==> src/be_pkg.sv <==
package be_pkg;

    // Data path widths
    localparam int xlen       = 32;    // Data and address width
    localparam int reg_addr_w = 5;     // Register file address
    localparam int ecode_w    = 7;     // Exception code, zero is none

    // Branch type reported to the predictor
    localparam int pd_type_w = 2;
    localparam logic [pd_type_w-1:0] pd_none = 2'd0;    // Not a branch

    // Lane-B write-back source select
    localparam int wb_sel_w = 2;
    localparam logic [wb_sel_w-1:0] wb_sel_alu    = 2'd0;    // ALU result
    localparam logic [wb_sel_w-1:0] wb_sel_mul_lo = 2'd1;    // Product bits 31..0
    localparam logic [wb_sel_w-1:0] wb_sel_mul_hi = 2'd2;    // Product bits 63..32
    localparam logic [wb_sel_w-1:0] wb_sel_link   = 2'd3;    // Return address

endpackage

==> src/ex_mem_reg.sv <==
`timescale 1ns/1ns

module ex_mem_reg (
    input  logic                            clk,
    input  logic                            rst_n,

    input  logic                            stall_ex,
    input  logic                            stall_dcache,
    input  logic                            flush_csr,

    input  logic                            ex_br_a,         // Lane A mispredicted
    input  logic                            ex_br_b,         // Lane B mispredicted
    input  logic                            ex_br_a_ori,     // Lane A actually taken
    input  logic                            ex_br_b_ori,     // Lane B actually taken
    input  logic                            ex_we_a,
    input  logic                            ex_we_b,
    input  logic [be_pkg::xlen-1:0]         ex_pc_br_a,      // Corrected fetch PC
    input  logic [be_pkg::xlen-1:0]         ex_pc_br_b,
    input  logic [be_pkg::xlen-1:0]         ex_tgt_a,        // Resolved branch target
    input  logic [be_pkg::xlen-1:0]         ex_tgt_b,
    input  logic [be_pkg::xlen-1:0]         ex_pc_a,
    input  logic [be_pkg::xlen-1:0]         ex_pc_b,
    input  logic [be_pkg::xlen-1:0]         ex_alu_result_a,
    input  logic [be_pkg::xlen-1:0]         ex_alu_result_b,
    input  logic [be_pkg::pd_type_w-1:0]    ex_pd_type_a,
    input  logic [be_pkg::pd_type_w-1:0]    ex_pd_type_b,
    input  logic [2*be_pkg::xlen-1:0]       ex_mul_tmp1,     // Partial product
    input  logic [2*be_pkg::xlen-1:0]       ex_mul_tmp2,     // Partial product
    input  logic [be_pkg::reg_addr_w-1:0]   ex_waddr_a,
    input  logic [be_pkg::reg_addr_w-1:0]   ex_waddr_b,
    input  logic [be_pkg::wb_sel_w-1:0]     ex_wb_sel_b,

    output logic                            mem_br,          // Redirect request
    output logic                            mem_br_a,        // Lane A redirect, kills lane B
    output logic [be_pkg::xlen-1:0]         mem_pc_br,       // Redirect PC

    output logic [be_pkg::xlen-1:0]         upd_pc,
    output logic [be_pkg::pd_type_w-1:0]    upd_pd_type,
    output logic [be_pkg::xlen-1:0]         upd_target,
    output logic                            upd_taken,

    output logic                            mem_we_a,
    output logic                            mem_we_b,
    output logic [be_pkg::reg_addr_w-1:0]   mem_waddr_a,
    output logic [be_pkg::reg_addr_w-1:0]   mem_waddr_b,
    output logic [be_pkg::xlen-1:0]         mem_pc_a,
    output logic [be_pkg::xlen-1:0]         mem_pc_b,
    output logic [be_pkg::xlen-1:0]         mem_alu_result_a,
    output logic [be_pkg::xlen-1:0]         mem_alu_result_b,
    output logic [2*be_pkg::xlen-1:0]       mem_mul_tmp1,
    output logic [2*be_pkg::xlen-1:0]       mem_mul_tmp2,
    output logic [be_pkg::wb_sel_w-1:0]     mem_wb_sel_b
);

    logic                           stall;
    logic                           stall_buf;       // Stalled in the previous cycle
    logic                           mem_br_b;
    logic                           mem_we_b_raw;    // Before the lane A kill
    logic [be_pkg::pd_type_w-1:0]   mem_pd_type_a;
    logic [be_pkg::pd_type_w-1:0]   mem_pd_type_b;
    logic                           mem_br_a_ori;
    logic                           mem_br_b_ori;
    logic [be_pkg::xlen-1:0]        mem_pc_br_a;
    logic [be_pkg::xlen-1:0]        mem_pc_br_b;
    logic [be_pkg::xlen-1:0]        mem_tgt_a;
    logic [be_pkg::xlen-1:0]        mem_tgt_b;
    logic                           upd_from_b;      // Lane A is not a branch

    assign stall = stall_ex | stall_dcache;

    always_ff @(posedge clk or negedge rst_n) begin
        if (!rst_n) begin
            stall_buf <= 1'b0;
        end else begin
            stall_buf <= stall;
        end
    end

    // A branch held through a stall only redirects in its first MEM cycle
    assign mem_br    = (mem_br_a | mem_br_b) & ~stall_buf;
    assign mem_pc_br = mem_br_a ? mem_pc_br_a : mem_pc_br_b;
    assign mem_we_b  = mem_we_b_raw & ~mem_br_a;    // Younger lane is on the wrong path

    // Predictor update, older lane first
    assign upd_from_b  = (mem_pd_type_a == be_pkg::pd_none);
    assign upd_pc      = upd_from_b ? mem_pc_b : mem_pc_a;
    assign upd_target  = upd_from_b ? mem_tgt_b : mem_tgt_a;
    assign upd_taken   = upd_from_b ? mem_br_b_ori : mem_br_a_ori;
    assign upd_pd_type = stall_buf ? be_pkg::pd_none
                                   : (upd_from_b ? mem_pd_type_b : mem_pd_type_a);

    // Control bits
    always_ff @(posedge clk or negedge rst_n) begin
        if (!rst_n) begin
            mem_we_a      <= 1'b0;
            mem_we_b_raw  <= 1'b0;
            mem_br_a      <= 1'b0;
            mem_br_b      <= 1'b0;
            mem_pd_type_a <= be_pkg::pd_none;
            mem_pd_type_b <= be_pkg::pd_none;
        end else if (flush_csr || mem_br) begin    // Squash the pair coming from EX
            mem_we_a      <= 1'b0;
            mem_we_b_raw  <= 1'b0;
            mem_br_a      <= 1'b0;
            mem_br_b      <= 1'b0;
            mem_pd_type_a <= be_pkg::pd_none;
            mem_pd_type_b <= be_pkg::pd_none;
        end else if (!stall) begin
            mem_we_a      <= ex_we_a;
            mem_we_b_raw  <= ex_we_b;
            mem_br_a      <= ex_br_a;
            mem_br_b      <= ex_br_b;
            mem_pd_type_a <= ex_pd_type_a;
            mem_pd_type_b <= ex_pd_type_b;
        end
    end

    // Payload
    always_ff @(posedge clk) begin
        if (!stall) begin
            mem_br_a_ori     <= ex_br_a_ori;
            mem_br_b_ori     <= ex_br_b_ori;
            mem_pc_br_a      <= ex_pc_br_a;
            mem_pc_br_b      <= ex_pc_br_b;
            mem_tgt_a        <= ex_tgt_a;
            mem_tgt_b        <= ex_tgt_b;
            mem_pc_a         <= ex_pc_a;
            mem_pc_b         <= ex_pc_b;
            mem_alu_result_a <= ex_alu_result_a;
            mem_alu_result_b <= ex_alu_result_b;
            mem_mul_tmp1     <= ex_mul_tmp1;
            mem_mul_tmp2     <= ex_mul_tmp2;
            mem_waddr_a      <= ex_waddr_a;
            mem_waddr_b      <= ex_waddr_b;
            mem_wb_sel_b     <= ex_wb_sel_b;
        end
    end

endmodule

==> src/mem_stage.sv <==
`timescale 1ns/1ns

module mem_stage (
    input  logic [be_pkg::xlen-1:0]      mem_alu_result_b,
    input  logic [2*be_pkg::xlen-1:0]    mem_mul_tmp1,
    input  logic [2*be_pkg::xlen-1:0]    mem_mul_tmp2,
    input  logic [be_pkg::wb_sel_w-1:0]  mem_wb_sel_b,
    input  logic [be_pkg::xlen-1:0]      mem_pc_b,

    output logic [be_pkg::xlen-1:0]      mem_wdata_b
);

    logic [2*be_pkg::xlen-1:0]  product;
    logic [be_pkg::xlen-1:0]    link_addr;

    // Final carry-propagate add of the multiplier array
    assign product   = mem_mul_tmp1 + mem_mul_tmp2;
    assign link_addr = mem_pc_b + be_pkg::xlen'(4);    // Return address for calls

    always_comb begin
        case (mem_wb_sel_b)
            be_pkg::wb_sel_alu: begin
                mem_wdata_b = mem_alu_result_b;
            end
            be_pkg::wb_sel_mul_lo: begin
                mem_wdata_b = product[be_pkg::xlen-1:0];
            end
            be_pkg::wb_sel_mul_hi: begin
                mem_wdata_b = product[2*be_pkg::xlen-1:be_pkg::xlen];
            end
            be_pkg::wb_sel_link: begin
                mem_wdata_b = link_addr;
            end
            default: begin
                mem_wdata_b = mem_alu_result_b;
            end
        endcase
    end

endmodule

==> src/mem_wb_reg.sv <==
`timescale 1ns/1ns

module mem_wb_reg (
    input  logic                            clk,
    input  logic                            rst_n,

    input  logic                            stall_ex,
    input  logic                            stall_dcache,
    input  logic                            flush_csr,

    input  logic                            mem_we_a,
    input  logic                            mem_we_b,
    input  logic [be_pkg::reg_addr_w-1:0]   mem_waddr_a,
    input  logic [be_pkg::reg_addr_w-1:0]   mem_waddr_b,
    input  logic [be_pkg::xlen-1:0]         mem_wdata_a,
    input  logic [be_pkg::xlen-1:0]         mem_wdata_b,
    input  logic [be_pkg::xlen-1:0]         mem_pc_a,
    input  logic [be_pkg::xlen-1:0]         mem_pc_b,
    input  logic [be_pkg::ecode_w-1:0]      mem_ecode_a,
    input  logic [be_pkg::ecode_w-1:0]      mem_ecode_b,

    output logic                            wb_we_a,
    output logic                            wb_we_b,
    output logic [be_pkg::reg_addr_w-1:0]   wb_waddr_a,
    output logic [be_pkg::reg_addr_w-1:0]   wb_waddr_b,
    output logic [be_pkg::xlen-1:0]         wb_wdata_a,
    output logic [be_pkg::xlen-1:0]         wb_wdata_b,
    output logic [be_pkg::xlen-1:0]         wb_pc_a,
    output logic [be_pkg::xlen-1:0]         wb_pc_b
);

    logic stall;
    logic exc_a;
    logic exc_b;

    assign stall = stall_ex | stall_dcache;
    assign exc_a = |mem_ecode_a;
    assign exc_b = |mem_ecode_b;

    always_ff @(posedge clk or negedge rst_n) begin
        if (!rst_n) begin
            wb_we_a <= 1'b0;
            wb_we_b <= 1'b0;
        end else if (flush_csr) begin
            wb_we_a <= 1'b0;
            wb_we_b <= 1'b0;
        end else if (!stall) begin
            wb_we_a <= mem_we_a & ~exc_a;
            wb_we_b <= mem_we_b & ~exc_a & ~exc_b;    // Older lane fault kills both
        end
    end

    always_ff @(posedge clk) begin
        if (!stall) begin
            wb_waddr_a <= mem_waddr_a;
            wb_waddr_b <= mem_waddr_b;
            wb_wdata_a <= mem_wdata_a;
            wb_wdata_b <= mem_wdata_b;
            wb_pc_a    <= mem_pc_a;
            wb_pc_b    <= mem_pc_b;
        end
    end

endmodule

==> src/be_top.sv <==
`timescale 1ns/1ns

module be_top (
    input  logic                            clk,
    input  logic                            rst_n,

    input  logic                            stall_ex,
    input  logic                            stall_dcache,
    input  logic                            flush_csr,

    input  logic                            ex_br_a,
    input  logic                            ex_br_b,
    input  logic                            ex_br_a_ori,
    input  logic                            ex_br_b_ori,
    input  logic                            ex_we_a,
    input  logic                            ex_we_b,
    input  logic [be_pkg::xlen-1:0]         ex_pc_br_a,
    input  logic [be_pkg::xlen-1:0]         ex_pc_br_b,
    input  logic [be_pkg::xlen-1:0]         ex_tgt_a,
    input  logic [be_pkg::xlen-1:0]         ex_tgt_b,
    input  logic [be_pkg::xlen-1:0]         ex_pc_a,
    input  logic [be_pkg::xlen-1:0]         ex_pc_b,
    input  logic [be_pkg::xlen-1:0]         ex_alu_result_a,
    input  logic [be_pkg::xlen-1:0]         ex_alu_result_b,
    input  logic [be_pkg::pd_type_w-1:0]    ex_pd_type_a,
    input  logic [be_pkg::pd_type_w-1:0]    ex_pd_type_b,
    input  logic [2*be_pkg::xlen-1:0]       ex_mul_tmp1,
    input  logic [2*be_pkg::xlen-1:0]       ex_mul_tmp2,
    input  logic [be_pkg::reg_addr_w-1:0]   ex_waddr_a,
    input  logic [be_pkg::reg_addr_w-1:0]   ex_waddr_b,
    input  logic [be_pkg::wb_sel_w-1:0]     ex_wb_sel_b,

    input  logic [be_pkg::ecode_w-1:0]      mem_ecode_a,    // Aligned with the MEM pair
    input  logic [be_pkg::ecode_w-1:0]      mem_ecode_b,

    output logic                            mem_br,
    output logic                            mem_br_a,
    output logic [be_pkg::xlen-1:0]         mem_pc_br,
    output logic [be_pkg::xlen-1:0]         upd_pc,
    output logic [be_pkg::pd_type_w-1:0]    upd_pd_type,
    output logic [be_pkg::xlen-1:0]         upd_target,
    output logic                            upd_taken,

    output logic                            wb_we_a,
    output logic                            wb_we_b,
    output logic [be_pkg::reg_addr_w-1:0]   wb_waddr_a,
    output logic [be_pkg::reg_addr_w-1:0]   wb_waddr_b,
    output logic [be_pkg::xlen-1:0]         wb_wdata_a,
    output logic [be_pkg::xlen-1:0]         wb_wdata_b,
    output logic [be_pkg::xlen-1:0]         wb_pc_a,
    output logic [be_pkg::xlen-1:0]         wb_pc_b
);

    logic                           mem_we_a;
    logic                           mem_we_b;
    logic [be_pkg::reg_addr_w-1:0]  mem_waddr_a;
    logic [be_pkg::reg_addr_w-1:0]  mem_waddr_b;
    logic [be_pkg::xlen-1:0]        mem_pc_a;
    logic [be_pkg::xlen-1:0]        mem_pc_b;
    logic [be_pkg::xlen-1:0]        mem_alu_result_a;    // Lane A write data
    logic [be_pkg::xlen-1:0]        mem_alu_result_b;
    logic [2*be_pkg::xlen-1:0]      mem_mul_tmp1;
    logic [2*be_pkg::xlen-1:0]      mem_mul_tmp2;
    logic [be_pkg::wb_sel_w-1:0]    mem_wb_sel_b;
    logic [be_pkg::xlen-1:0]        mem_wdata_b;

    ex_mem_reg u_ex_mem_reg (
        .clk              (clk),
        .rst_n            (rst_n),
        .stall_ex         (stall_ex),
        .stall_dcache     (stall_dcache),
        .flush_csr        (flush_csr),
        .ex_br_a          (ex_br_a),
        .ex_br_b          (ex_br_b),
        .ex_br_a_ori      (ex_br_a_ori),
        .ex_br_b_ori      (ex_br_b_ori),
        .ex_we_a          (ex_we_a),
        .ex_we_b          (ex_we_b),
        .ex_pc_br_a       (ex_pc_br_a),
        .ex_pc_br_b       (ex_pc_br_b),
        .ex_tgt_a         (ex_tgt_a),
        .ex_tgt_b         (ex_tgt_b),
        .ex_pc_a          (ex_pc_a),
        .ex_pc_b          (ex_pc_b),
        .ex_alu_result_a  (ex_alu_result_a),
        .ex_alu_result_b  (ex_alu_result_b),
        .ex_pd_type_a     (ex_pd_type_a),
        .ex_pd_type_b     (ex_pd_type_b),
        .ex_mul_tmp1      (ex_mul_tmp1),
        .ex_mul_tmp2      (ex_mul_tmp2),
        .ex_waddr_a       (ex_waddr_a),
        .ex_waddr_b       (ex_waddr_b),
        .ex_wb_sel_b      (ex_wb_sel_b),
        .mem_br           (mem_br),
        .mem_br_a         (mem_br_a),
        .mem_pc_br        (mem_pc_br),
        .upd_pc           (upd_pc),
        .upd_pd_type      (upd_pd_type),
        .upd_target       (upd_target),
        .upd_taken        (upd_taken),
        .mem_we_a         (mem_we_a),
        .mem_we_b         (mem_we_b),
        .mem_waddr_a      (mem_waddr_a),
        .mem_waddr_b      (mem_waddr_b),
        .mem_pc_a         (mem_pc_a),
        .mem_pc_b         (mem_pc_b),
        .mem_alu_result_a (mem_alu_result_a),
        .mem_alu_result_b (mem_alu_result_b),
        .mem_mul_tmp1     (mem_mul_tmp1),
        .mem_mul_tmp2     (mem_mul_tmp2),
        .mem_wb_sel_b     (mem_wb_sel_b)
    );

    mem_stage u_mem_stage (
        .mem_alu_result_b (mem_alu_result_b),
        .mem_mul_tmp1     (mem_mul_tmp1),
        .mem_mul_tmp2     (mem_mul_tmp2),
        .mem_wb_sel_b     (mem_wb_sel_b),
        .mem_pc_b         (mem_pc_b),
        .mem_wdata_b      (mem_wdata_b)
    );

    mem_wb_reg u_mem_wb_reg (
        .clk          (clk),
        .rst_n        (rst_n),
        .stall_ex     (stall_ex),
        .stall_dcache (stall_dcache),
        .flush_csr    (flush_csr),
        .mem_we_a     (mem_we_a),
        .mem_we_b     (mem_we_b),
        .mem_waddr_a  (mem_waddr_a),
        .mem_waddr_b  (mem_waddr_b),
        .mem_wdata_a  (mem_alu_result_a),
        .mem_wdata_b  (mem_wdata_b),
        .mem_pc_a     (mem_pc_a),
        .mem_pc_b     (mem_pc_b),
        .mem_ecode_a  (mem_ecode_a),
        .mem_ecode_b  (mem_ecode_b),
        .wb_we_a      (wb_we_a),
        .wb_we_b      (wb_we_b),
        .wb_waddr_a   (wb_waddr_a),
        .wb_waddr_b   (wb_waddr_b),
        .wb_wdata_a   (wb_wdata_a),
        .wb_wdata_b   (wb_wdata_b),
        .wb_pc_a      (wb_pc_a),
        .wb_pc_b      (wb_pc_b)
    );

endmodule

==> config.mk <==
export PLATFORM = sky130hd
export DESIGN_NAME = be_top
export DESIGN_NICKNAME = d
export VERILOG_FILES = /design/src/be_pkg.sv /design/src/ex_mem_reg.sv /design/src/mem_stage.sv /design/src/mem_wb_reg.sv /design/src/be_top.sv
export SDC_FILE = /design/constraint.sdc
export NUM_CORES = 1
export LEC_CHECK = 0
export BUFFER_PORTS_ARGS = -buffer_cell sky130_fd_sc_hd__buf_2
export CORE_AREA = 3 3 257 259
export CTS_CLUSTER_SIZE = 25
export DETAILED_ROUTE_END_ITERATION = 8
export DIE_AREA = 0 0 260 262
export HOLD_SLACK_MARGIN = 0.12
export PLACE_DENSITY = 0.69
export SYNTH_ARGS = -nofsm -noshare
export SYNTH_HDL_FRONTEND = slang
export SYNTH_HIERARCHICAL = 1
export SYNTH_SLANG_ARGS = --single-unit
export TNS_END_PERCENT = 5
==> constraint.sdc <==
create_clock -name clk -period 4.4 [get_ports clk]
set_clock_uncertainty 0.05 [all_clocks]
set_input_delay 0.88 -clock clk [delete_from_list [all_inputs] [get_ports clk]]
set_output_delay 0.88 -clock clk [all_outputs]
set_load 0.03 [all_outputs]
==> impl_metrics.ini <==
[critical_path]
critPathMaxFanout = 4
critPathKind = reg2reg
arrival_ns = 3.89
required_ns = 4.70
endpoint_kind = flip-flop
crit_path_start_kind = flip-flop

[detailed_routing]
wl_um = 73980
ant_nets = 0
num_vias = 15753
drc = 0
wl_per_cell_um = 23.86
first_pass_iters = 5
drt_iter0_markers = 1489
viasPerCell = 5.080

[sta]
setup_viol = 0
period_share = 0.8148
finalWorstSetupSlack_ns = 0.8147
rsz0062_at_grt = false
hold_viol = 0
worst_slew_pin_slew_ns = 0.8525
slew-limit-headroom = 0.4317
tns_ns = 0
fmaxAchievable_ghz = 0.2789
period_minus_slack_ns = 3.585
maxSlewViolCount = 0

[power_and_ir_drop]
p_leak_nw = 11.58
powerDensity_nw_per_um2 = 458.2
p_total_mw = 13.68
ir_drop_uv = 342.5

[synth]
ys_warn_count = 6
synth_common_cells = 536 x edfxtp_1, 92 x mux2_2, 87 x a21oi_1, 80 x nand2_1, 64 x ha_1
yosysUniqueCellTypes = 84
synth_top_cell_area_share = 0.6909
synth_largest_area_cell = edfxtp_1
syn-cell-area_um2 = 23300
async_flop_share = 0.02011
yosysMostFrequentCell = edfxtp_1
synth_ff_type = edfxtp_1
synthTopCellsByArea = edfxtp_1 69%, mux2_2 4.4%, ha_1 3.4%, a21oi_1 1.9%, xnor2_1 1.7%
synth_cells = 1489
syn-num-nets = 1979
ys_seq_area_frac = 0.7027
synth-seq-cells = 547
syn-mean-instance-area_um2 = 15.65
synth_edf_count = 536

[floorplan]
die_y_um = 262
io_pins = 666
die-area_um2 = 68120
core_region_area_um2 = 64120
rows = 93
start_util = 0.3634
die_w_um = 260

[final_layout]
fillers = 5631
area_growth_pct = 28.20
final_cells = 3101
top_regs = u_ex_mem_reg/mem_mul_tmp1: 64 flops, u_ex_mem_reg/mem_mul_tmp2: 64 flops
drive_above_1_share = 0.4167
stdcell_area_um2 = 29870
nNetsFinal = 2672

[clock_tree]
clock_latency_ns = 0.64
cts.sinks = 547
clk_pin_slew_ns = 0.06
cts_tree = done
ctsLongestPathBuffers = 3
cts.htree.levels = 2
cts_resized = 0
cts_root_buf = clkbuf_16
cts_made_buffers = 59

[grt]
antenna_found_initial = 26
grt_max_degree = 136
track_usage = 0.2048
grt.overflow.total = 0
grt_first_pass_wirelength_um = 102200
grt_pass1_vias = 15876

[placement]
placed_cell_area_um2 = 27670
placedCellCount = 2975
port-buffer-count = 665
gp_congestion = 0.9346
hpwl_um = 57460
preCtsSetupSlack_ns = 0.8664

[run]
max_cap_violations = 0

[min_path]
hold_path.class = reg2reg

[outcome]
status = finished, final reports clean
==> layer usage <==
metal / wire (um) / vias to the layer above / global-route usage
met4: 2065 / 22 / 0.06400
met5: 150 / - / 0
li1: - / 7236 / -
met3: 5716 / 120 / 0.04982
met2: 36730 / 697 / 0.3496
met1: 29320 / 7678 / 0.2576
==> cells in the final DEF (no fill, tap or decap), types with 12 or more instances in the layout <==
cell type,n
a21o_1,32
mux2_2,92
bufinv_16,14
nand3_1,30
ha_1,64
nand2_1,80
buf_2,665
buf_4,14
diode_2,14
xor2_1,34
nor3_1,15
edfxtp_1,536
clkinv_2,12
inv_1,31
nand4_1,32
a21oi_1,87
o21ai_0,51
and3_1,13
mux4_2,12
o21bai_1,20
clkbuf_16,59
a211oi_1,13
xnor2_1,44
nor2_1,60
==> report_power, final <==
group	switching, mW	internal [mW]	total (mW)
Sequential	0.152	6.10	6.26
Clock	2.13	3.29	5.42
Combinational	1.29	0.724	2.01
Total	3.56	10.1	13.7
==> area by class of cell <==
| cell class | count | area [um2] | area share |
|---|---|---|---|
| diodes | 14 | 35.03 | 0.001173 |
| clock buffers | 62 | 1488 | 0.04981 |
| clock inverters | 49 | 663.1 | 0.02220 |
| inverters | 31 | 116.4 | 0.003896 |
| multi-input cells | 857 | 6561 | 0.2197 |
| flip-flops and latches | 547 | 16370 | 0.5481 |
| well taps | 855 | 1070 | 0.03582 |
| repair buffers | 686 | 3563 | 0.1193 |
==> path summary, 6_finish.rpt <==
kind,start,endpoint,slack (ns),cells after the start
setup / recovery,u_ex_mem_reg/mem_mul_tmp1[0],u_mem_wb_reg/wb_wdata_b[2],0.81,11
hold / removal,u_ex_mem_reg/mem_alu_result_a[10],u_mem_wb_reg/wb_wdata_a[10],0.36,0
setup reg to reg,u_ex_mem_reg/mem_mul_tmp1[0],u_mem_wb_reg/wb_wdata_b[2],0.81,11
hold reg to reg,u_ex_mem_reg/mem_alu_result_a[10],u_mem_wb_reg/wb_wdata_a[10],0.36,0
max in group asynchronous,rst_n,u_ex_mem_reg/mem_we_a,3.44,2
min in group asynchronous,rst_n,u_ex_mem_reg/mem_br_b,0.64,2
==> worst max-delay path, cell delays in order (launching register included) <==
cell and delay [ns]:
edfxtp_1 0.38, ha_1 0.27, fa_1 0.42, a21o_1 0.23, a221oi_2 0.35, o31ai_2 0.15, a21oi_4 0.23, o21ba_2 0.21
o21ai_1 0.13, a311oi_1 0.32, xor2_1 0.40, o21ai_0 0.14
==> cell families after synthesis <==
| family | count (synthesis) | share of synthesized area |
|---|---|---|
| AO/OA/AOI/OAI | 306 | 0.09092 |
| XOR/XNOR | 78 | 0.02932 |
| adder cells (fa/ha/maj) | 65 | 0.03523 |
| buffers and inverters | 85 | 0.01665 |
| flip-flops | 547 | 0.7027 |
| multiplexers | 119 | 0.06284 |
| AND/OR/NAND/NOR | 289 | 0.06235 |
==> per-stage QoR <==
stage | utilization | hold slack [ns]
6_report | 0.4658 | 0.3633
3_3_place_gp | 0.4316 | 0.3502
5_1_grt | 0.4655 | 0.3274
2_1_floorplan | - | 0.3503
4_1_cts | 0.4653 | 0.3159
3_5_place_dp | 0.4316 | 0.3545
==> repair_timing <==
action | 4_1_cts | 5_1_grt
hold buffers | 1 | 0
setup buffers | 0 | 0
endpoints found under the hold margin | 11 | 0
Power figures use the tool's default switching activity.
